File: src/verilog/rvv_pkg.sv
package rvv_pkg;

    localparam int INSTR_WIDTH = 32;

    // Major opcodes
    localparam logic [6:0] OPC_OP_V     = 7'b1010111;
    localparam logic [6:0] OPC_STORE_FP = 7'b0100111;

    // Operand categories
    localparam logic [2:0] F3_OPIVV = 3'b000;
    localparam logic [2:0] F3_OPMVV = 3'b010;
    localparam logic [2:0] F3_OPIVI = 3'b011;
    localparam logic [2:0] F3_OPIVX = 3'b100;
    localparam logic [2:0] F3_OPMVX = 3'b110;

    // Integer forms under OPIVV/OPIVX/OPIVI
    localparam logic [5:0] F6_VADD    = 6'b000000;
    localparam logic [5:0] F6_VSUB    = 6'b000010;
    localparam logic [5:0] F6_VRSUB   = 6'b000011;
    localparam logic [5:0] F6_VMINU   = 6'b000100;
    localparam logic [5:0] F6_VMIN    = 6'b000101;
    localparam logic [5:0] F6_VMAXU   = 6'b000110;
    localparam logic [5:0] F6_VMAX    = 6'b000111;
    localparam logic [5:0] F6_VAND    = 6'b001001;
    localparam logic [5:0] F6_VOR     = 6'b001010;
    localparam logic [5:0] F6_VXOR    = 6'b001011;
    localparam logic [5:0] F6_VMV     = 6'b010111; // vmerge when vm is 0
    localparam logic [5:0] F6_VMSEQ   = 6'b011000;
    localparam logic [5:0] F6_VMSNE   = 6'b011001;
    localparam logic [5:0] F6_VMSLTU  = 6'b011010;
    localparam logic [5:0] F6_VMSLT   = 6'b011011;
    localparam logic [5:0] F6_VMSLEU  = 6'b011100;
    localparam logic [5:0] F6_VMSLE   = 6'b011101;
    localparam logic [5:0] F6_VMSGTU  = 6'b011110;
    localparam logic [5:0] F6_VMSGT   = 6'b011111;
    localparam logic [5:0] F6_VSLL    = 6'b100101;
    localparam logic [5:0] F6_VSRL    = 6'b101000;
    localparam logic [5:0] F6_VSRA    = 6'b101001;

    // Forms under OPMVV/OPMVX
    localparam logic [5:0] F6_VWXUNARY0 = 6'b010000; // vmv.x.s and vmv.s.x
    localparam logic [5:0] F6_VMUL      = 6'b100101;
    localparam logic [5:0] F6_VMULH     = 6'b100111;
    localparam logic [5:0] F6_VWADDU    = 6'b110000;
    localparam logic [5:0] F6_VWADD     = 6'b110001;
    localparam logic [5:0] F6_VWSUBU    = 6'b110010;
    localparam logic [5:0] F6_VWSUB     = 6'b110011;
    localparam logic [5:0] F6_VWMULSU   = 6'b111010;
    localparam logic [5:0] F6_VWMUL     = 6'b111011;

    // Unit selects
    localparam logic [2:0] AOR_SEL_MOV           = 3'b111;
    localparam logic [1:0] ADD_SEL_ADD           = 2'b00;
    localparam logic [1:0] ADD_SEL_SUB           = 2'b01;
    localparam logic [1:0] ADD_SEL_CMP           = 2'b10;
    localparam logic [1:0] MULSHIFT_SEL_MUL_LOW  = 2'b00;
    localparam logic [1:0] MULSHIFT_SEL_MUL_HIGH = 2'b01;
    localparam logic [1:0] MULSHIFT_SEL_SLL      = 2'b10;
    localparam logic [1:0] MULSHIFT_SEL_SR       = 2'b11;

    // One instruction word, read as OP-V arithmetic or as a vector store
    typedef union packed {
        struct packed {
            logic [5:0] funct6;
            logic       vm;
            logic [4:0] vs2;
            logic [4:0] vs1;
            logic [2:0] funct3;
            logic [4:0] vd;
            logic [6:0] opcode;
        } arith;
        struct packed {
            logic [2:0] nf;
            logic       mew;
            logic [1:0] mop;    // 0 is unit stride
            logic       vm;
            logic [4:0] sumop;
            logic [4:0] rs1;
            logic [2:0] width;
            logic [4:0] vs3;
            logic [6:0] opcode;
        } store;
    } vinstr_t;

endpackage
File: src/verilog/rvv_issue_decoder.sv
`timescale 1ns/1ns

module rvv_issue_decoder #(
    parameter int                   ALU_COUNT       = 2,
    // ALU0 has every unit, ALU1 only logic and add
    parameter logic [ALU_COUNT-1:0] AND_OR_XOR_MASK = 2'b11,
    parameter logic [ALU_COUNT-1:0] MOVE_MASK       = 2'b01,
    parameter logic [ALU_COUNT-1:0] ADD_SUB_MASK    = 2'b11,
    parameter logic [ALU_COUNT-1:0] MIN_MAX_MASK    = 2'b01,
    parameter logic [ALU_COUNT-1:0] CMP_MASK        = 2'b01,
    parameter logic [ALU_COUNT-1:0] MULT_MASK       = 2'b01,
    parameter logic [ALU_COUNT-1:0] SHIFT_MASK      = 2'b01
) (
    input  logic                 clk,
    input  logic                 rst_n,
    input  rvv_pkg::vinstr_t     instr,
    input  logic                 instr_valid,
    output logic                 ctrl_valid,
    output logic                 masked,
    output logic                 store_en,
    output logic                 logic_en,
    output logic [2:0]           logic_op_sel,
    output logic                 move_en,
    output logic                 move_sx,
    output logic                 move_xs,
    output logic                 move_vy,
    output logic                 add_en,
    output logic [1:0]           add_op_sel,
    output logic                 widen_en,
    output logic                 min_max_en,
    output logic                 min_max_op_sel,
    output logic                 cmp_en,
    output logic [2:0]           cmp_op_sel,
    output logic                 mul_en,
    output logic [1:0]           mul_op_sel,
    output logic                 shift_left,
    output logic                 shift_right,
    output logic                 signed_op0,
    output logic                 signed_op1,
    output logic [ALU_COUNT-1:0] alu_compatible
);

    // Combinational group decodes
    logic       dec_logic_en;
    logic [2:0] dec_logic_op_sel;
    logic       dec_move_sx;
    logic       dec_move_xs;
    logic       dec_move_vy;
    logic       dec_add_en;
    logic [1:0] dec_add_op_sel;
    logic       dec_widen_add;
    logic       dec_min_max_en;
    logic       dec_min_max_op_sel;
    logic       dec_cmp_en;
    logic [2:0] dec_cmp_op_sel;
    logic       dec_add_signed_op0;
    logic       dec_add_signed_op1;
    logic       dec_mul_en;
    logic [1:0] dec_mul_op_sel;
    logic       dec_shift_left;
    logic       dec_shift_right;
    logic       dec_widen_mul;
    logic       dec_mul_signed_op0;
    logic       dec_mul_signed_op1;

    valu_logic_move_decode #(
        .MOVE_EN      (|MOVE_MASK),
        .AND_OR_XOR_EN(|AND_OR_XOR_MASK)
    ) u_logic_move (
        .instr       (instr),
        .logic_en    (dec_logic_en),
        .logic_op_sel(dec_logic_op_sel),
        .move_sx     (dec_move_sx),
        .move_xs     (dec_move_xs),
        .move_vy     (dec_move_vy)
    );

    valu_add_decode #(
        .ADD_SUB_EN(|ADD_SUB_MASK),
        .MIN_MAX_EN(|MIN_MAX_MASK),
        .CMP_EN    (|CMP_MASK)
    ) u_add (
        .instr         (instr),
        .add_en        (dec_add_en),
        .add_op_sel    (dec_add_op_sel),
        .widen_add     (dec_widen_add),
        .min_max_en    (dec_min_max_en),
        .min_max_op_sel(dec_min_max_op_sel),
        .cmp_en        (dec_cmp_en),
        .cmp_op_sel    (dec_cmp_op_sel),
        .add_signed_op0(dec_add_signed_op0),
        .add_signed_op1(dec_add_signed_op1)
    );

    valu_mulshift_decode #(
        .MULT_EN (|MULT_MASK),
        .SHIFT_EN(|SHIFT_MASK)
    ) u_mulshift (
        .instr         (instr),
        .mul_en        (dec_mul_en),
        .mul_op_sel    (dec_mul_op_sel),
        .shift_left    (dec_shift_left),
        .shift_right   (dec_shift_right),
        .widen_mul     (dec_widen_mul),
        .mul_signed_op0(dec_mul_signed_op0),
        .mul_signed_op1(dec_mul_signed_op1)
    );

    // Port names match the dec_* wires and the top outputs
    valu_issue_stage u_issue (.*);

    valu_compat_check #(
        .ALU_COUNT      (ALU_COUNT),
        .AND_OR_XOR_MASK(AND_OR_XOR_MASK),
        .MOVE_MASK      (MOVE_MASK),
        .ADD_SUB_MASK   (ADD_SUB_MASK),
        .MIN_MAX_MASK   (MIN_MAX_MASK),
        .CMP_MASK       (CMP_MASK),
        .MULT_MASK      (MULT_MASK),
        .SHIFT_MASK     (SHIFT_MASK)
    ) u_compat (.*);

endmodule

File: src/verilog/valu_compat_check.sv
`timescale 1ns/1ns

module valu_compat_check #(
    parameter int                   ALU_COUNT       = 2,
    parameter logic [ALU_COUNT-1:0] AND_OR_XOR_MASK = '1,
    parameter logic [ALU_COUNT-1:0] MOVE_MASK       = '1,
    parameter logic [ALU_COUNT-1:0] ADD_SUB_MASK    = '1,
    parameter logic [ALU_COUNT-1:0] MIN_MAX_MASK    = '1,
    parameter logic [ALU_COUNT-1:0] CMP_MASK        = '1,
    parameter logic [ALU_COUNT-1:0] MULT_MASK       = '1,
    parameter logic [ALU_COUNT-1:0] SHIFT_MASK      = '1
) (
    input  logic                 logic_en,
    input  logic                 move_en,
    input  logic                 add_en,
    input  logic                 min_max_en,
    input  logic                 cmp_en,
    input  logic                 mul_en,
    input  logic                 shift_left,
    input  logic                 shift_right,
    input  logic                 store_en,
    output logic [ALU_COUNT-1:0] alu_compatible
);

    logic any_shift;
    logic plain_add;

    assign any_shift = shift_left | shift_right;
    assign plain_add = add_en & ~(min_max_en | cmp_en);

    for (genvar i = 0; i < ALU_COUNT; i++) begin : g_alu
        assign alu_compatible[i] =
            (MOVE_MASK[i] & AND_OR_XOR_MASK[i] & move_en) |   // Move runs on the logic unit
            (AND_OR_XOR_MASK[i] & logic_en & ~move_en) |
            (ADD_SUB_MASK[i] & plain_add) |
            (ADD_SUB_MASK[i] & MIN_MAX_MASK[i] & min_max_en) |
            (ADD_SUB_MASK[i] & CMP_MASK[i] & cmp_en) |
            (MULT_MASK[i] & mul_en & ~any_shift) |
            (SHIFT_MASK[i] & any_shift) |
            store_en;                                         // Any ALU can issue a store
    end

endmodule

File: src/verilog/valu_issue_stage.sv
`timescale 1ns/1ns

module valu_issue_stage (
    input  logic             clk,
    input  logic             rst_n,
    input  rvv_pkg::vinstr_t instr,
    input  logic             instr_valid,
    input  logic             dec_logic_en,
    input  logic [2:0]       dec_logic_op_sel,
    input  logic             dec_move_sx,
    input  logic             dec_move_xs,
    input  logic             dec_move_vy,
    input  logic             dec_add_en,
    input  logic [1:0]       dec_add_op_sel,
    input  logic             dec_widen_add,
    input  logic             dec_min_max_en,
    input  logic             dec_min_max_op_sel,
    input  logic             dec_cmp_en,
    input  logic [2:0]       dec_cmp_op_sel,
    input  logic             dec_add_signed_op0,
    input  logic             dec_add_signed_op1,
    input  logic             dec_mul_en,
    input  logic [1:0]       dec_mul_op_sel,
    input  logic             dec_shift_left,
    input  logic             dec_shift_right,
    input  logic             dec_widen_mul,
    input  logic             dec_mul_signed_op0,
    input  logic             dec_mul_signed_op1,
    output logic             ctrl_valid,
    output logic             masked,
    output logic             store_en,
    output logic             logic_en,
    output logic [2:0]       logic_op_sel,
    output logic             move_en,
    output logic             move_sx,
    output logic             move_xs,
    output logic             move_vy,
    output logic             add_en,
    output logic [1:0]       add_op_sel,
    output logic             widen_en,
    output logic             min_max_en,
    output logic             min_max_op_sel,
    output logic             cmp_en,
    output logic [2:0]       cmp_op_sel,
    output logic             mul_en,
    output logic [1:0]       mul_op_sel,
    output logic             shift_left,
    output logic             shift_right,
    output logic             signed_op0,
    output logic             signed_op1
);

    localparam int CTRL_W = 27;

    logic              store_dec;
    logic              move_any;
    logic              vec_op;
    logic [CTRL_W-1:0] ctrl_d;
    logic [CTRL_W-1:0] ctrl_q;

    // Unit-stride vector store
    assign store_dec = (instr.store.opcode == rvv_pkg::OPC_STORE_FP) && (instr.store.mop == 2'b00);
    assign move_any  = dec_move_sx | dec_move_xs | dec_move_vy;
    assign vec_op    = dec_logic_en | move_any | dec_add_en | dec_mul_en | store_dec;

    assign ctrl_d = {
        vec_op & ~instr.arith.vm,
        store_dec,
        dec_logic_en, dec_logic_op_sel,
        move_any, dec_move_sx, dec_move_xs, dec_move_vy,
        dec_add_en, dec_add_op_sel,
        dec_widen_add | dec_widen_mul,
        dec_min_max_en, dec_min_max_op_sel,
        dec_cmp_en, dec_cmp_op_sel,
        dec_mul_en, dec_mul_op_sel,
        dec_shift_left, dec_shift_right,
        dec_add_en ? dec_add_signed_op0 : dec_mul_signed_op0,  // Only one path claims an op
        dec_add_en ? dec_add_signed_op1 : dec_mul_signed_op1
    };

    always_ff @(posedge clk) begin
        if (!rst_n) begin
            ctrl_valid <= 1'b0;
            ctrl_q     <= '0;
        end else begin
            ctrl_valid <= instr_valid;
            ctrl_q     <= instr_valid ? ctrl_d : '0; // Idle between strobes
        end
    end

    assign {masked, store_en, logic_en, logic_op_sel, move_en, move_sx, move_xs, move_vy,
            add_en, add_op_sel, widen_en, min_max_en, min_max_op_sel, cmp_en, cmp_op_sel,
            mul_en, mul_op_sel, shift_left, shift_right, signed_op0, signed_op1} = ctrl_q;

endmodule

File: src/verilog/valu_mulshift_decode.sv
`timescale 1ns/1ns

module valu_mulshift_decode #(
    parameter bit MULT_EN  = 1'b1,
    parameter bit SHIFT_EN = 1'b1
) (
    input  rvv_pkg::vinstr_t instr,
    output logic             mul_en,
    output logic [1:0]       mul_op_sel,
    output logic             shift_left,
    output logic             shift_right,
    output logic             widen_mul,
    output logic             mul_signed_op0,
    output logic             mul_signed_op1
);

    logic       is_opv;
    logic       opi;
    logic       opm;
    logic       mul_op;
    logic       shl_op;
    logic       shr_op;
    logic [5:0] funct6;
    logic [2:0] funct3;

    assign is_opv = (instr.arith.opcode == rvv_pkg::OPC_OP_V);
    assign funct6 = instr.arith.funct6;
    assign funct3 = instr.arith.funct3;
    assign opi    = funct3 inside {rvv_pkg::F3_OPIVV, rvv_pkg::F3_OPIVX, rvv_pkg::F3_OPIVI};
    assign opm    = funct3 inside {rvv_pkg::F3_OPMVV, rvv_pkg::F3_OPMVX};

    // vsll and vmul share funct6, funct3 keeps them apart
    assign shl_op = SHIFT_EN && is_opv && opi && (funct6 == rvv_pkg::F6_VSLL);
    assign shr_op = SHIFT_EN && is_opv && opi &&
                    funct6 inside {rvv_pkg::F6_VSRL, rvv_pkg::F6_VSRA};
    assign mul_op = MULT_EN && is_opv && opm &&
                    funct6 inside {rvv_pkg::F6_VMUL, rvv_pkg::F6_VMULH,
                                   rvv_pkg::F6_VWMUL, rvv_pkg::F6_VWMULSU};

    always_comb begin
        mul_en         = shl_op | shr_op | mul_op;
        mul_op_sel     = rvv_pkg::MULSHIFT_SEL_MUL_LOW;
        shift_left     = shl_op;
        shift_right    = shr_op;
        widen_mul      = 1'b0;
        mul_signed_op0 = 1'b0;
        mul_signed_op1 = 1'b0;
        if (shl_op) begin
            mul_op_sel = rvv_pkg::MULSHIFT_SEL_SLL;
        end else if (shr_op) begin
            mul_op_sel = rvv_pkg::MULSHIFT_SEL_SR; // Logical vs arithmetic left to the unit
        end else if (mul_op) begin
            widen_mul = funct6 inside {rvv_pkg::F6_VWMUL, rvv_pkg::F6_VWMULSU};
            if (funct6 inside {rvv_pkg::F6_VMULH, rvv_pkg::F6_VWMULSU}) begin
                mul_op_sel = rvv_pkg::MULSHIFT_SEL_MUL_HIGH;
            end
            mul_signed_op0 = 1'b1;
            if (funct6 inside {rvv_pkg::F6_VMULH, rvv_pkg::F6_VWMUL}) begin
                mul_signed_op1 = 1'b1;
            end else if (funct6 == rvv_pkg::F6_VMUL) begin
                mul_signed_op1 = (funct6[3] & funct6[1]) | funct6[0];
            end
        end
    end

endmodule

File: src/verilog/valu_add_decode.sv
`timescale 1ns/1ns

module valu_add_decode #(
    parameter bit ADD_SUB_EN = 1'b1,
    parameter bit MIN_MAX_EN = 1'b1,
    parameter bit CMP_EN     = 1'b1
) (
    input  rvv_pkg::vinstr_t instr,
    output logic             add_en,
    output logic [1:0]       add_op_sel,
    output logic             widen_add,
    output logic             min_max_en,
    output logic             min_max_op_sel,
    output logic             cmp_en,
    output logic [2:0]       cmp_op_sel,
    output logic             add_signed_op0,
    output logic             add_signed_op1
);

    logic       path_on;
    logic       opi;
    logic       ivvx;     // VV or VX only
    logic       opm;
    logic       plain_op;
    logic       widen_op;
    logic       mm_op;
    logic       cmp_op;
    logic [5:0] funct6;
    logic [2:0] funct3;

    assign path_on = ADD_SUB_EN && (instr.arith.opcode == rvv_pkg::OPC_OP_V);
    assign funct6  = instr.arith.funct6;
    assign funct3  = instr.arith.funct3;
    assign ivvx    = funct3 inside {rvv_pkg::F3_OPIVV, rvv_pkg::F3_OPIVX};
    assign opi     = ivvx || (funct3 == rvv_pkg::F3_OPIVI);
    assign opm     = funct3 inside {rvv_pkg::F3_OPMVV, rvv_pkg::F3_OPMVX};

    // vsub has no immediate form, vrsub no vector-vector form
    assign plain_op = path_on && opi &&
                      ((funct6 == rvv_pkg::F6_VADD) ||
                       (funct6 == rvv_pkg::F6_VSUB && funct3 != rvv_pkg::F3_OPIVI) ||
                       (funct6 == rvv_pkg::F6_VRSUB && funct3 != rvv_pkg::F3_OPIVV));
    assign widen_op = path_on && opm &&
                      funct6 inside {rvv_pkg::F6_VWADDU, rvv_pkg::F6_VWADD,
                                     rvv_pkg::F6_VWSUBU, rvv_pkg::F6_VWSUB};
    assign mm_op    = path_on && MIN_MAX_EN && ivvx &&
                      funct6 inside {rvv_pkg::F6_VMINU, rvv_pkg::F6_VMIN,
                                     rvv_pkg::F6_VMAXU, rvv_pkg::F6_VMAX};
    assign cmp_op   = path_on && CMP_EN && opi &&
                      (funct6[5:3] == 3'b011) &&  // vmseq through vmsgt
                      !(funct6 inside {rvv_pkg::F6_VMSLTU, rvv_pkg::F6_VMSLT} &&
                        funct3 == rvv_pkg::F3_OPIVI) &&
                      !(funct6 inside {rvv_pkg::F6_VMSGTU, rvv_pkg::F6_VMSGT} &&
                        funct3 == rvv_pkg::F3_OPIVV);

    always_comb begin
        add_en         = 1'b0;
        add_op_sel     = rvv_pkg::ADD_SEL_ADD;
        widen_add      = 1'b0;
        min_max_en     = 1'b0;
        min_max_op_sel = 1'b0;
        cmp_en         = 1'b0;
        cmp_op_sel     = 3'b000;
        add_signed_op0 = 1'b0;
        add_signed_op1 = 1'b0;
        if (plain_op || widen_op) begin
            add_en    = 1'b1;
            widen_add = widen_op;
            if (funct6 inside {rvv_pkg::F6_VSUB, rvv_pkg::F6_VRSUB,
                               rvv_pkg::F6_VWSUBU, rvv_pkg::F6_VWSUB}) begin
                add_op_sel = rvv_pkg::ADD_SEL_SUB;
            end
            if (widen_op) begin // Signed widening forms sign-extend both sources
                add_signed_op0 = funct6 inside {rvv_pkg::F6_VWADD, rvv_pkg::F6_VWSUB};
                add_signed_op1 = add_signed_op0;
            end else begin
                add_signed_op0 = funct6[0];
            end
        end else if (mm_op) begin
            add_en         = 1'b1;
            min_max_en     = 1'b1;
            min_max_op_sel = funct6[1]; // 1 selects max
            add_signed_op0 = funct6 inside {rvv_pkg::F6_VMIN, rvv_pkg::F6_VMAX};
        end else if (cmp_op) begin
            add_en         = 1'b1;
            cmp_en         = 1'b1;
            add_op_sel     = rvv_pkg::ADD_SEL_CMP;
            cmp_op_sel     = funct3;
            add_signed_op0 = funct6 inside {rvv_pkg::F6_VMSLE, rvv_pkg::F6_VMSLT,
                                            rvv_pkg::F6_VMSGT};
        end
    end

endmodule

File: src/verilog/valu_logic_move_decode.sv
`timescale 1ns/1ns

module valu_logic_move_decode #(
    parameter bit MOVE_EN       = 1'b1,
    parameter bit AND_OR_XOR_EN = 1'b1
) (
    input  rvv_pkg::vinstr_t instr,
    output logic             logic_en,
    output logic [2:0]       logic_op_sel,
    output logic             move_sx,
    output logic             move_xs,
    output logic             move_vy
);

    logic       is_opv;
    logic       opi;      // VV, VX or VI integer form
    logic       is_move;
    logic [5:0] funct6;
    logic [2:0] funct3;

    assign is_opv = (instr.arith.opcode == rvv_pkg::OPC_OP_V);
    assign funct6 = instr.arith.funct6;
    assign funct3 = instr.arith.funct3;
    assign opi    = funct3 inside {rvv_pkg::F3_OPIVV, rvv_pkg::F3_OPIVX, rvv_pkg::F3_OPIVI};

    always_comb begin
        move_sx = 1'b0;
        move_xs = 1'b0;
        move_vy = 1'b0;
        if (MOVE_EN && is_opv) begin
            // Scalar moves share funct6 and leave one source field zero
            move_sx = (funct6 == rvv_pkg::F6_VWXUNARY0) && (funct3 == rvv_pkg::F3_OPMVX)
                      && (instr.arith.vs2 == 5'd0);
            move_xs = (funct6 == rvv_pkg::F6_VWXUNARY0) && (funct3 == rvv_pkg::F3_OPMVV)
                      && (instr.arith.vs1 == 5'd0);
            move_vy = (funct6 == rvv_pkg::F6_VMV) && opi && instr.arith.vm;
        end
    end

    assign is_move = move_sx | move_xs | move_vy;

    always_comb begin
        logic_en     = 1'b0;
        logic_op_sel = 3'b000;
        if (AND_OR_XOR_EN) begin
            if (is_move) begin // Moves run through the logic unit
                logic_en     = 1'b1;
                logic_op_sel = rvv_pkg::AOR_SEL_MOV;
            end else if (is_opv && opi &&
                         funct6 inside {rvv_pkg::F6_VAND, rvv_pkg::F6_VOR, rvv_pkg::F6_VXOR}) begin
                logic_en     = 1'b1;
                logic_op_sel = funct6[2:0];
            end
        end
    end

endmodule

File: config.mk
export PLATFORM = sky130hd
export DESIGN_NAME = rvv_issue_decoder
export DESIGN_NICKNAME = d
export VERILOG_FILES = /design/src/verilog/rvv_pkg.sv /design/src/verilog/rvv_issue_decoder.sv /design/src/verilog/valu_compat_check.sv /design/src/verilog/valu_issue_stage.sv /design/src/verilog/valu_mulshift_decode.sv /design/src/verilog/valu_add_decode.sv /design/src/verilog/valu_logic_move_decode.sv
export SDC_FILE = /design/constraint.sdc
export NUM_CORES = 1
export LEC_CHECK = 0
export BUFFER_PORTS_ARGS = -buffer_cell sky130_fd_sc_hd__buf_4
export CORE_MARGIN = 8
export CORE_UTILIZATION = 30
export CTS_CLUSTER_SIZE = 20
export DETAILED_ROUTE_END_ITERATION = 7
export GPL_TIMING_DRIVEN = 1
export SYNTH_ARGS = -nofsm -noshare
export SYNTH_HDL_FRONTEND = slang
export SYNTH_SLANG_ARGS = --single-unit
export TNS_END_PERCENT = 100
File: constraint.sdc
create_clock -name clk -period 3.9 [get_ports clk]
set_clock_uncertainty 0.15 [all_clocks]
set_input_delay 0.195 -clock clk [delete_from_list [all_inputs] [get_ports clk]]
set_output_delay 0.195 -clock clk [all_outputs]
set_load 0.02 [all_outputs]
==> impl_summary.log, run 1 <==
[metrics] Post-Route Hold Slack: 0.01731 ns
[metrics] min-delay worst type: input port to flop
[metrics] proportion of register bits with asynchronous set or reset after synthesis: 0
[metrics] cell depth of the worst setup path: 8
[metrics] Initial Utilization: 0.3152
[metrics] remaining number of nets flagged by the antenna check after routing: 0
[metrics] fraction of power consumed by sequential logic: 0.494
[metrics] power per standard cell area: 317.6 nW/um2
[metrics] Sw Pwr: 123.0 uW
[metrics] Critical Path Most Common Cell: sky130_fd_sc_hd__nor3b_1
[metrics] Place WS: 1.895 ns
[metrics] worst stage delay on the critical path: 0.53 ns
[metrics] number of core rows: 23
[metrics] Syn Nets: 182
[metrics] number of antenna cells inserted: 0
[metrics] clock transition at the registers of the reported paths: 0.10 ns
[metrics] max capacitance violation total: 0
[metrics] mean cell area of the mapped netlist: 8.639 um2
[metrics] Top delay family on crit path: simple AND/OR/NAND/NOR gates
[metrics] Cell variety after synth: 44
[metrics] proportion of synthesized chip area in sequential cells: 0.4414
[metrics] initial antenna violation count: 0
[metrics] cts bufs inserted: 3
[metrics] period utilisation layout: 0.5638
[metrics] clock period minus final worst setup slack: 2.199 ns
[metrics] highest-count cells in the layout ignoring fill and taps: sky130_fd_sc_hd__buf_4, sky130_fd_sc_hd__dfxtp_1, sky130_fd_sc_hd__nor2_1
[metrics] data required time of the critical path: 3.95 ns
[metrics] hold path cells: 4
[metrics] via count normalized by instance count: 4.909
[metrics] Critical Path Source Type: input port
[metrics] aggregate routed wire length: 3573 um
[metrics] share of cells above drive strength 1: 0.3627
[metrics] full die area: 6572 um2
[metrics] residual overflow from global routing: 0
[metrics] number of enable flip-flop cells after synthesis: 0
[metrics] routability-driven placement congestion ratio: 0.7765
[metrics] global-route wire length before repair: 5927 um
[metrics] arrival time of data at the critical path endpoint: 2.25 ns
[metrics] crit path buf inv count: 2
[metrics] most used flip-flop cell after synthesis: sky130_fd_sc_hd__dfxtp_1
[metrics] Final HPWL DP: 2830 um
[metrics] CTS tree: done
[metrics] via count of the first global-routing pass: 1,345
[metrics] Pleak: 0.7736 nW
[metrics] Remaining DRCs: 0
[metrics] post-layout net count: 240
[metrics] count of final setup violators: 0
[metrics] worst slew margin relative to its limit: 0.6581
[metrics] critical path cell sequence: dlygate4sd3_1 > buf_4 > nor3b_1 > nor3b_1 > nand2_1 > o31a_1 > a21bo_2 > a21oi_1
[metrics] slowest CP cell: sky130_fd_sc_hd__dlygate4sd3_1
[metrics] run status: completed
[metrics] number of warnings reported in the yosys synthesis log: 0
[metrics] Hold Path End: u_issue.ctrl_q[18]$_SDFF_PN0_
[metrics] Max Buffers Root-to-Sink: 2
[metrics] beginning of the worst hold path: instr[16]
[metrics] DP Area: 1733 um2
[metrics] Int Power: 456.4 uW
[metrics] number of slew-limit violations in the final report: 0
[metrics] total via count after detailed routing: 1,247
[metrics] setup TNS: 0 ns
[metrics] element type at the critical path end: flop
[metrics] smallest setup slack after layout: 1.701 ns
[metrics] wire length per cell: 14.07 um
[metrics] I/O pin total: 65
[metrics] utilization of the core after routing: 0.4528
[metrics] die height: 81.07 um
[metrics] critical path type: input port to flop
[metrics] Gate Count Post-Synth: 147
[metrics] Clock power frac: 0.398
[metrics] Clk Tree Root Cell: sky130_fd_sc_hd__clkbuf_8
[metrics] power share of the combinational group: 0.108
[metrics] # port buffers: 59
[metrics] RSZ-0062 raised after global routing: false
[metrics] Non-Filler Cell Area, Final: 1824 um2
[metrics] synthesis-to-finish area growth: 43.65%
[metrics] switching share of power: 0.2123
[metrics] Placeable Area: 4029 um2
[metrics] quantity of gates resized following cts: 0
[metrics] global routing usage summed across all routing layers: 0.1121
[metrics] number of H-tree levels: 1
[metrics] worst-path fanout max: 9
[metrics] worst IR drop on VDD: 0.0001458 V
[metrics] commonest non-fill, non-tap cell in the layout: sky130_fd_sc_hd__buf_4
[metrics] final-report hold violation count: 0
[metrics] Least-Margin Pin Slew: 0.5116 ns
[metrics] Yosys reg bits: 28
[metrics] Post-Syn Area: 1270 um2
[metrics] clock sink count: 28
[metrics] maximum clock rate: 454.8 MHz
[metrics] largest net degree at the start of global routing: 17
[metrics] iteration count of the initial detailed-routing pass: 4
[metrics] x dimension of the die: 81.07 um
[metrics] drt initial violations: 81
-- metal layers --
metal | vias up | part of all wire | global-route usage
met2 | 50 | 0.44 | 0.1812
met1 | 564 | 0.45 | 0.1319
li1 | 629 | - | -
met3 | 4 | 0.094 | 0.03422
met4 | 0 | 0.015 | 0.05536
met5 | - | 0 | 0
-- area by class of cell --
class | instances | area (um2)
clock buffers | 3 | 41.29
clock inverters | 1 | 30.03
fillers | 418 | 2205
inverters | 3 | 11.26
multi-input cells | 108 | 655.6
flip-flops and latches | 28 | 560.5
well taps | 50 | 62.56
repair buffers | 61 | 462.9
-- flip-flops by register name (all words and copies together) (netlist names) --
register / flops
u_issue.ctrl_q: 27
u_issue.ctrl_valid: 1
-- what timing repair did --
action | CTS | global route
hold endpoints to repair | 2 | 0
setup buffers | 0 | 0
hold buffers | 2 | 0
-- synth_stat cells (2+ instances only) --
cell type                   count  area share
sky130_fd_sc_hd__dfxtp_1       28        0.44
sky130_fd_sc_hd__nor2_1        23       0.068
sky130_fd_sc_hd__nand2_1       13       0.038
sky130_fd_sc_hd__nor2b_1        8       0.039
sky130_fd_sc_hd__nand3_1        6       0.024
sky130_fd_sc_hd__nor4_1         6       0.030
sky130_fd_sc_hd__a21oi_1        5       0.020
sky130_fd_sc_hd__buf_2          4       0.016
sky130_fd_sc_hd__and3_1         3       0.015
sky130_fd_sc_hd__clkbuf_1       3      0.0089
sky130_fd_sc_hd__inv_1          3      0.0089
sky130_fd_sc_hd__nand3b_1       3       0.018
sky130_fd_sc_hd__nor3_1         3       0.012
sky130_fd_sc_hd__nor3b_1        3       0.018
sky130_fd_sc_hd__and2_1         2      0.0099
sky130_fd_sc_hd__and3b_2        2       0.016
sky130_fd_sc_hd__nand2b_1       2      0.0099
sky130_fd_sc_hd__nor4bb_1       2       0.016
sky130_fd_sc_hd__o2111ai_1      2       0.014
sky130_fd_sc_hd__o21ai_0        2      0.0079
-- power by group through the flow --
stage	Combinational, mW	Clock [mW]	Sequential, mW
2_1_floorplan	0.0296	0	0.294
3_3_place_gp	0.0604	0	0.293
3_5_place_dp	0.0608	0	0.293
4_1_cts	0.0627	0.232	0.286
5_1_grt	0.0685	0.246	0.287
6_report	0.0625	0.230	0.286
-- through the flow --
step	power, mW	std cells
detailed placement	0.3539	248
finish	0.5794	254
global placement	0.3535	248
CTS	0.5807	254
floorplan	0.3234	147
global route	0.6010	254
-- kinds of logic (layout without fill, tap and decap cells) --
kind of cell	after synthesis	count (layout)	synth area share
buffers and inverters	11	68	0.04236
flip-flops	28	28	0.4414
AND/OR/NAND/NOR	87	87	0.3852
AO/OA/AOI/OAI	19	19	0.1153
multiplexers	1	1	0.008866
XOR/XNOR	1	1	0.006898
-- worst max path at each step --
stage	from	endpoint	slack [ns]
floorplan	instr[13]	u_issue.ctrl_q[26]$_SDFF_PN0_	2.13
global placement	instr[3]	u_issue.ctrl_q[26]$_SDFF_PN0_	1.91
detailed placement	instr[3]	u_issue.ctrl_q[26]$_SDFF_PN0_	1.90
CTS	instr[28]	u_issue.ctrl_q[1]$_SDFF_PN0_	1.71
global route	instr[28]	u_issue.ctrl_q[1]$_SDFF_PN0_	1.61
finish	instr[28]	u_issue.ctrl_q[1]$_SDFF_PN0_	1.70
Note: power is estimated with default switching activity, not from simulation.
==> inputs of run 2 (changes only) <==
ABC_AREA = 1   (was not set)
clock period = 1.9 ns   (was 3.9 ns; I/O delays follow)
==> impl_summary.log, run 2 <==
[metrics] Critical Path Source Type: input port
[metrics] worst-path fanout max: 5
[metrics] Critical Path Most Common Cell: sky130_fd_sc_hd__nor2_1
[metrics] maximum clock rate: 565.0 MHz
[metrics] synthesis-to-finish area growth: 43.61%
[metrics] mean cell area of the mapped netlist: 6.897 um2
[metrics] Remaining DRCs: 0
[metrics] iteration count of the initial detailed-routing pass: 4
[metrics] xor/xnor cell area share of the yosys netlist: 0
[metrics] data required time of the critical path: 1.95 ns
[metrics] power share of the combinational group: 0.140
[metrics] Top delay family on crit path: buffers and inverters
[metrics] count of final setup violators: 0
[metrics] clock transition at the registers of the reported paths: 0.08 ns
[metrics] worst IR drop on VDD: 0.0002588 V
[metrics] Cell variety after synth: 25
[metrics] element type at the critical path end: flop
[metrics] Sw Pwr: 248.0 uW
[metrics] number of warnings reported in the yosys synthesis log: 0
[metrics] RSZ-0062 raised after global routing: false
[metrics] arrival time of data at the critical path endpoint: 1.82 ns
[metrics] aggregate routed wire length: 3881 um
[metrics] number of core rows: 25
[metrics] wire length per cell: 12.02 um
[metrics] clock period minus final worst setup slack: 1.770 ns
[metrics] Clock power frac: 0.321
[metrics] flip-flop count of the largest register after layout: 27
[metrics] number of slew-limit violations in the final report: 0
[metrics] share of cells above drive strength 1: 0.3309
[metrics] largest family of logic cells by synthesized area: simple AND/OR/NAND/NOR gates
[metrics] adder-cell share of the synthesized area: 0
[metrics] largest net degree at the start of global routing: 20
[metrics] Non-Filler Cell Area, Final: 2011 um2
[metrics] Commonest cells post-synth: sky130_fd_sc_hd__nor2_1, sky130_fd_sc_hd__nand2_1, sky130_fd_sc_hd__inv_1
[metrics] total via count after detailed routing: 1,464
[metrics] filler cell count in the final layout: 499
[metrics] drt initial violations: 70
[metrics] Initial Utilization: 0.3045
[metrics] utilization of the core after routing: 0.4373
[metrics] slowest CP cell: sky130_fd_sc_hd__dlygate4sd3_1
[metrics] worst slew margin relative to its limit: 0.7928
[metrics] count leader, synth: sky130_fd_sc_hd__nor2_1
[metrics] Synth Area in Simple Gates: 0.4227
[metrics] critical path type: input port to flop
[metrics] commonest non-fill, non-tap cell in the layout: sky130_fd_sc_hd__buf_4
[metrics] I/O pin total: 65
[metrics] smallest setup slack after layout: 0.1302 ns
[metrics] power per standard cell area: 541.7 nW/um2
[metrics] registers with the most flip-flops: u_issue.ctrl_q x27, u_issue.ctrl_valid x1
[metrics] Gate Count Post-Synth: 203
[metrics] Final HPWL DP: 3255 um
[metrics] Int Power: 841.3 uW
[metrics] # port buffers: 59
[metrics] DP Area: 1896 um2
[metrics] CTS tree: done
[metrics] number of H-tree levels: 1
[metrics] proportion of synthesized area in mux cells: 0
[metrics] Post-CTS Hold Fix Bufs: 6
[metrics] global-route wire length before repair: 6541 um
[metrics] fraction of the mapped netlist area in compound gates: 0.07239
[metrics] cts bufs inserted: 3
[metrics] Syn Nets: 238
[metrics] clock sink count: 28
[metrics] final-report hold violation count: 0
[metrics] setup TNS: 0 ns
[metrics] Post-Syn Area: 1400 um2
[metrics] Placeable Area: 4598 um2
[metrics] run status: completed
[metrics] most used flip-flop cell after synthesis: sky130_fd_sc_hd__dfxtp_1
[metrics] Least-Margin Pin Slew: 0.3085 ns
[metrics] full die area: 7109 um2
[metrics] routability-driven placement congestion ratio: 0.9092
[metrics] largest cells by area after synthesis: sky130_fd_sc_hd__dfxtp_1, sky130_fd_sc_hd__nor2_1, sky130_fd_sc_hd__nand2_1
[metrics] Place WS: 0.3746 ns
[metrics] Post-Route Hold Slack: 0.01177 ns
[metrics] min-delay worst type: input port to flop
[metrics] fraction of power consumed by sequential logic: 0.539
[metrics] max capacitance violation total: 0
[metrics] switching share of power: 0.2277
[metrics] proportion of synthesized chip area in sequential cells: 0.4004
[metrics] proportion of register bits with asynchronous set or reset after synthesis: 0
[metrics] crit path buf inv count: 3
[metrics] highest-count cells in the layout ignoring fill and taps: sky130_fd_sc_hd__buf_4, sky130_fd_sc_hd__nor2_1, sky130_fd_sc_hd__nand2_1
[metrics] die height: 84.32 um
[metrics] remaining number of nets flagged by the antenna check after routing: 0
[metrics] number of antenna cells inserted: 0
[metrics] via count normalized by instance count: 4.533
[metrics] Clk Tree Root Cell: sky130_fd_sc_hd__clkbuf_8
[metrics] quantity of gates resized following cts: 0
[metrics] residual overflow from global routing: 0
[metrics] Max Buffers Root-to-Sink: 2
[metrics] Synth area leader: sky130_fd_sc_hd__dfxtp_1
[metrics] worst stage delay on the critical path: 0.54 ns
[metrics] post-layout net count: 305
[metrics] Post CTS Setup Buffer Count: 0
[metrics] period utilisation layout: 0.9315
[metrics] Pleak: 1.012 nW
[metrics] critical path cell sequence: dlygate4sd3_1 > buf_4 > nor2_2 > inv_1 > nand2_2 > nand3_2 > nor2_1 > a21boi_2 > nor2_1 > a21oi_1
[metrics] initial antenna violation count: 0
[metrics] Yosys reg bits: 28
[metrics] x dimension of the die: 84.32 um
[metrics] global routing usage summed across all routing layers: 0.1095
[metrics] top cell type's share of synthesized area: 0.4004
[metrics] largest register by flop count: u_issue.ctrl_q
[metrics] number of enable flip-flop cells after synthesis: 0
[metrics] via count of the first global-routing pass: 1,437
## run 2: cell count changes in the layout (fill, tap and decap cells not counted), moves of 4 or more
| cell | delta |
|---|---|
| sky130_fd_sc_hd__inv_1 | +27 |
| sky130_fd_sc_hd__nand2_1 | +19 |
| sky130_fd_sc_hd__nand3_1 | +15 |
| sky130_fd_sc_hd__nor2_1 | +14 |
| sky130_fd_sc_hd__nor2b_1 | -8 |
| sky130_fd_sc_hd__nor2_2 | +6 |
| sky130_fd_sc_hd__nor4_1 | -6 |
| sky130_fd_sc_hd__nand2_2 | +5 |
| sky130_fd_sc_hd__dlygate4sd3_1 | +4 |
| sky130_fd_sc_hd__nand4_1 | +4 |
| sky130_fd_sc_hd__nor3_1 | +4 |
## run 2: per-layer routing
layer | vias up | track usage | share of wire | wire (um)
li1 | 773 | - | - | -
met1 | 643 | 0.1194 | 0.42 | 1639
met2 | 44 | 0.1936 | 0.50 | 1937
met3 | 4 | 0.02227 | 0.064 | 247
met4 | 0 | 0.05651 | 0.014 | 56
met5 | - | 0 | 0 | 0
## run 2: cell families (layout without fill, tap and decap cells)
kind of cell	Yosys count	after routing
AO/OA/AOI/OAI	16	16
buffers and inverters	37	103
flip-flops	28	28
AND/OR/NAND/NOR	122	122
## run 2: final cells by class
type	count	area, um2	area share
Timing Repair Buffer	66	510.5	0.2539
Inverter	33	123.9	0.06161
Clock buffer	4	55.05	0.02738
Tap cell	54	67.56	0.03360
Sequential cell	28	560.5	0.2788
Multi-Input combinational cell	138	693.2	0.3447
## run 2: power groups by stage
stage / Sequential (mW) / Clock [mW] / Combinational, mW
final: 0.588 / 0.350 / 0.152
after CTS: 0.588 / 0.358 / 0.152
after global routing: 0.588 / 0.390 / 0.169
after global placement: 0.602 / 0 / 0.141
after floorplan: 0.603 / 0 / 0.0711
after detailed placement: 0.602 / 0 / 0.142
## run 2: path summary, 6_finish.rpt
path | endpoint | start | depth (start not counted) | slack, ns
worst min-delay path | u_issue.ctrl_q[14]$_SDFF_PN0_ | instr[27] | 3 | 0.01
worst max-delay path | u_issue.ctrl_q[26]$_SDFF_PN0_ | instr[13] | 10 | 0.13
## run 2: per-stage QoR
stage                     cells  total power [mW]
after global routing        323             1.147
after CTS                   323             1.098
final                       323             1.089
after floorplan             203            0.6742
after global placement      313            0.7425
after detailed placement    313            0.7434
==> inputs of run 3 (changes only) <==
CORE_UTILIZATION = 25   (was 30)
==> impl_summary.log, run 3 (same netlist as run 2, synthesis figures left out) <==
[metrics] synthesis-to-finish area growth: 46.20%
[metrics] number of core rows: 27
[metrics] combined flip-flop and latch cell area: 560.5 um2
[metrics] x dimension of the die: 90.84 um
[metrics] critical path type: input port to flop
[metrics] commonest non-fill, non-tap cell in the layout: sky130_fd_sc_hd__buf_4
[metrics] clock sink count: 28
[metrics] registers with the most flip-flops: u_issue.ctrl_q x27, u_issue.ctrl_valid x1
[metrics] number of slew-limit violations in the final report: 0
[metrics] CTS tree: done
[metrics] count of final setup violators: 0
[metrics] data required time of the critical path: 1.96 ns
[metrics] run status: completed
[metrics] largest net degree at the start of global routing: 21
[metrics] Post CTS Setup Buffer Count: 0
[metrics] utilization of the core after routing: 0.3740
[metrics] Least-Margin Pin Slew: 0.2851 ns
[metrics] Critical Path Most Common Cell: sky130_fd_sc_hd__nor2_1
[metrics] remaining number of nets flagged by the antenna check after routing: 0
[metrics] largest register by flop count: u_issue.ctrl_q
[metrics] period utilisation layout: 0.9275
[metrics] clock period minus final worst setup slack: 1.762 ns
[metrics] # port buffers: 59
[metrics] maximum clock rate: 567.5 MHz
[metrics] Final HPWL DP: 3322 um
[metrics] I/O pin total: 65
[metrics] number of antenna cells inserted: 0
[metrics] critical path cell sequence: dlygate4sd3_1 > buf_4 > nor2_2 > inv_1 > nand2_2 > nand3_2 > nor2_1 > a21boi_4 > nor2_1 > a21oi_1
[metrics] Initial Utilization: 0.2558
[metrics] Clk Tree Root Cell: sky130_fd_sc_hd__clkbuf_8
[metrics] power per standard cell area: 583.1 nW/um2
[metrics] Remaining DRCs: 0
[metrics] global-route wire length before repair: 6458 um
[metrics] global routing usage summed across all routing layers: 0.09425
[metrics] cts bufs inserted: 3
[metrics] min-delay worst type: input port to flop
[metrics] worst stage delay on the critical path: 0.55 ns
[metrics] share of cells above drive strength 1: 0.3321
[metrics] number of cells in the finished layout apart from fillers: 340
[metrics] die height: 90.84 um
[metrics] slowest CP cell: sky130_fd_sc_hd__dlygate4sd3_1
[metrics] total via count after detailed routing: 1,439
[metrics] arrival time of data at the critical path endpoint: 1.82 ns
[metrics] wire length per cell: 11.62 um
[metrics] filler cell count in the final layout: 592
[metrics] iteration count of the initial detailed-routing pass: 4
[metrics] flip-flop count of the largest register after layout: 27
[metrics] post-layout net count: 304
[metrics] worst slew margin relative to its limit: 0.8085
[metrics] via count normalized by instance count: 4.232
[metrics] full die area: 8251 um2
[metrics] number of H-tree levels: 1
[metrics] worst IR drop on VDD: 0.0002408 V
[metrics] Max Buffers Root-to-Sink: 2
[metrics] worst-path fanout max: 5
[metrics] drt initial violations: 72
[metrics] Critical Path Source Type: input port
[metrics] aggregate routed wire length: 3951 um
[metrics] via count of the first global-routing pass: 1,423
[metrics] Pleak: 1.017 nW
[metrics] clock transition at the registers of the reported paths: 0.09 ns
[metrics] max capacitance violation total: 0
[metrics] element type at the critical path end: flop
[metrics] residual overflow from global routing: 0
[metrics] initial antenna violation count: 0
[metrics] DP Cell Count: 331
[metrics] final-report hold violation count: 0
[metrics] highest-count cells in the layout ignoring fill and taps: sky130_fd_sc_hd__buf_4, sky130_fd_sc_hd__nor2_1, sky130_fd_sc_hd__nand2_1
[metrics] routability-driven placement congestion ratio: 0.8700
[metrics] Placeable Area: 5473 um2
[metrics] footprint of the multi-input gates: 700.7 um2
[run 3: changes by cell type in the layout (fill, tap and decap cells not counted)]
cell                            delta
sky130_fd_sc_hd__a21boi_2          -1
sky130_fd_sc_hd__a21boi_4          +1
sky130_fd_sc_hd__clkbuf_8          -1
sky130_fd_sc_hd__bufinv_16         +1
sky130_fd_sc_hd__dlygate4sd3_1     -1
[run 3: layer usage]
layer | share of wire | GRT usage | vias up
met4 | 0.015 | 0.04502 | 0
met1 | 0.45 | 0.1097 | 615
met2 | 0.46 | 0.1553 | 47
met3 | 0.065 | 0.02660 | 4
li1 | - | - | 773
met5 | 0 | 0 | -
[run 3: critical path: cells and delay by family]
kind	cells	cell delay [ns]
buffers and inverters	3	0.79
AND/OR/NAND/NOR	5	0.56
AO/OA/AOI/OAI	2	0.37
[run 3: worst paths after layout]
check                  from                            end  slack (ns)  depth (start not counted)
hold / removal     instr[6]  u_issue.ctrl_q[25]$_SDFF_PN0_        0.03                          4
setup / recovery  instr[13]  u_issue.ctrl_q[26]$_SDFF_PN0_        0.14                         10
[run 3: power by group]
group | internal [mW] | total (mW) | switching, mW
Sequential | 0.587 | 0.588 | 0.000320
Combinational | 0.0676 | 0.151 | 0.0833
Clock | 0.282 | 0.455 | 0.173
[run 3: final cells by class]
cell class | count | area share
tap | 72 | 0.04401
sequential | 28 | 0.2738
clock buffer | 3 | 0.02017
timing repair buffer | 65 | 0.2445
inverter | 33 | 0.06051
multi-input combinational | 138 | 0.3423
clock inverter | 1 | 0.01467
[run 3: timing repair]
| item | 4_1_cts | 5_1_grt |
|---|---|---|
| endpoints found under the setup margin | 0 | 1 |
| hold buffers | 5 | 0 |
| endpoints found under the hold margin | 5 | 0 |
| resized for setup | 0 | 1 |
[run 3: metrics by stage]
step	TNS (ns)	area, um2	hold slack [ns]	total power, mW	worst slack (ns)
after floorplan	0	1400	0.05722	0.6742	0.6664
after global placement	0	1918	0.2083	0.7429	0.3931
after detailed placement	0	1918	0.2126	0.7434	0.3697
after CTS	0	2039	0.01265	1.207	0.1198
after global routing	-0.001402	2047	0.03384	1.242	-0.001402
final	0	2047	0.02729	1.194	0.1378
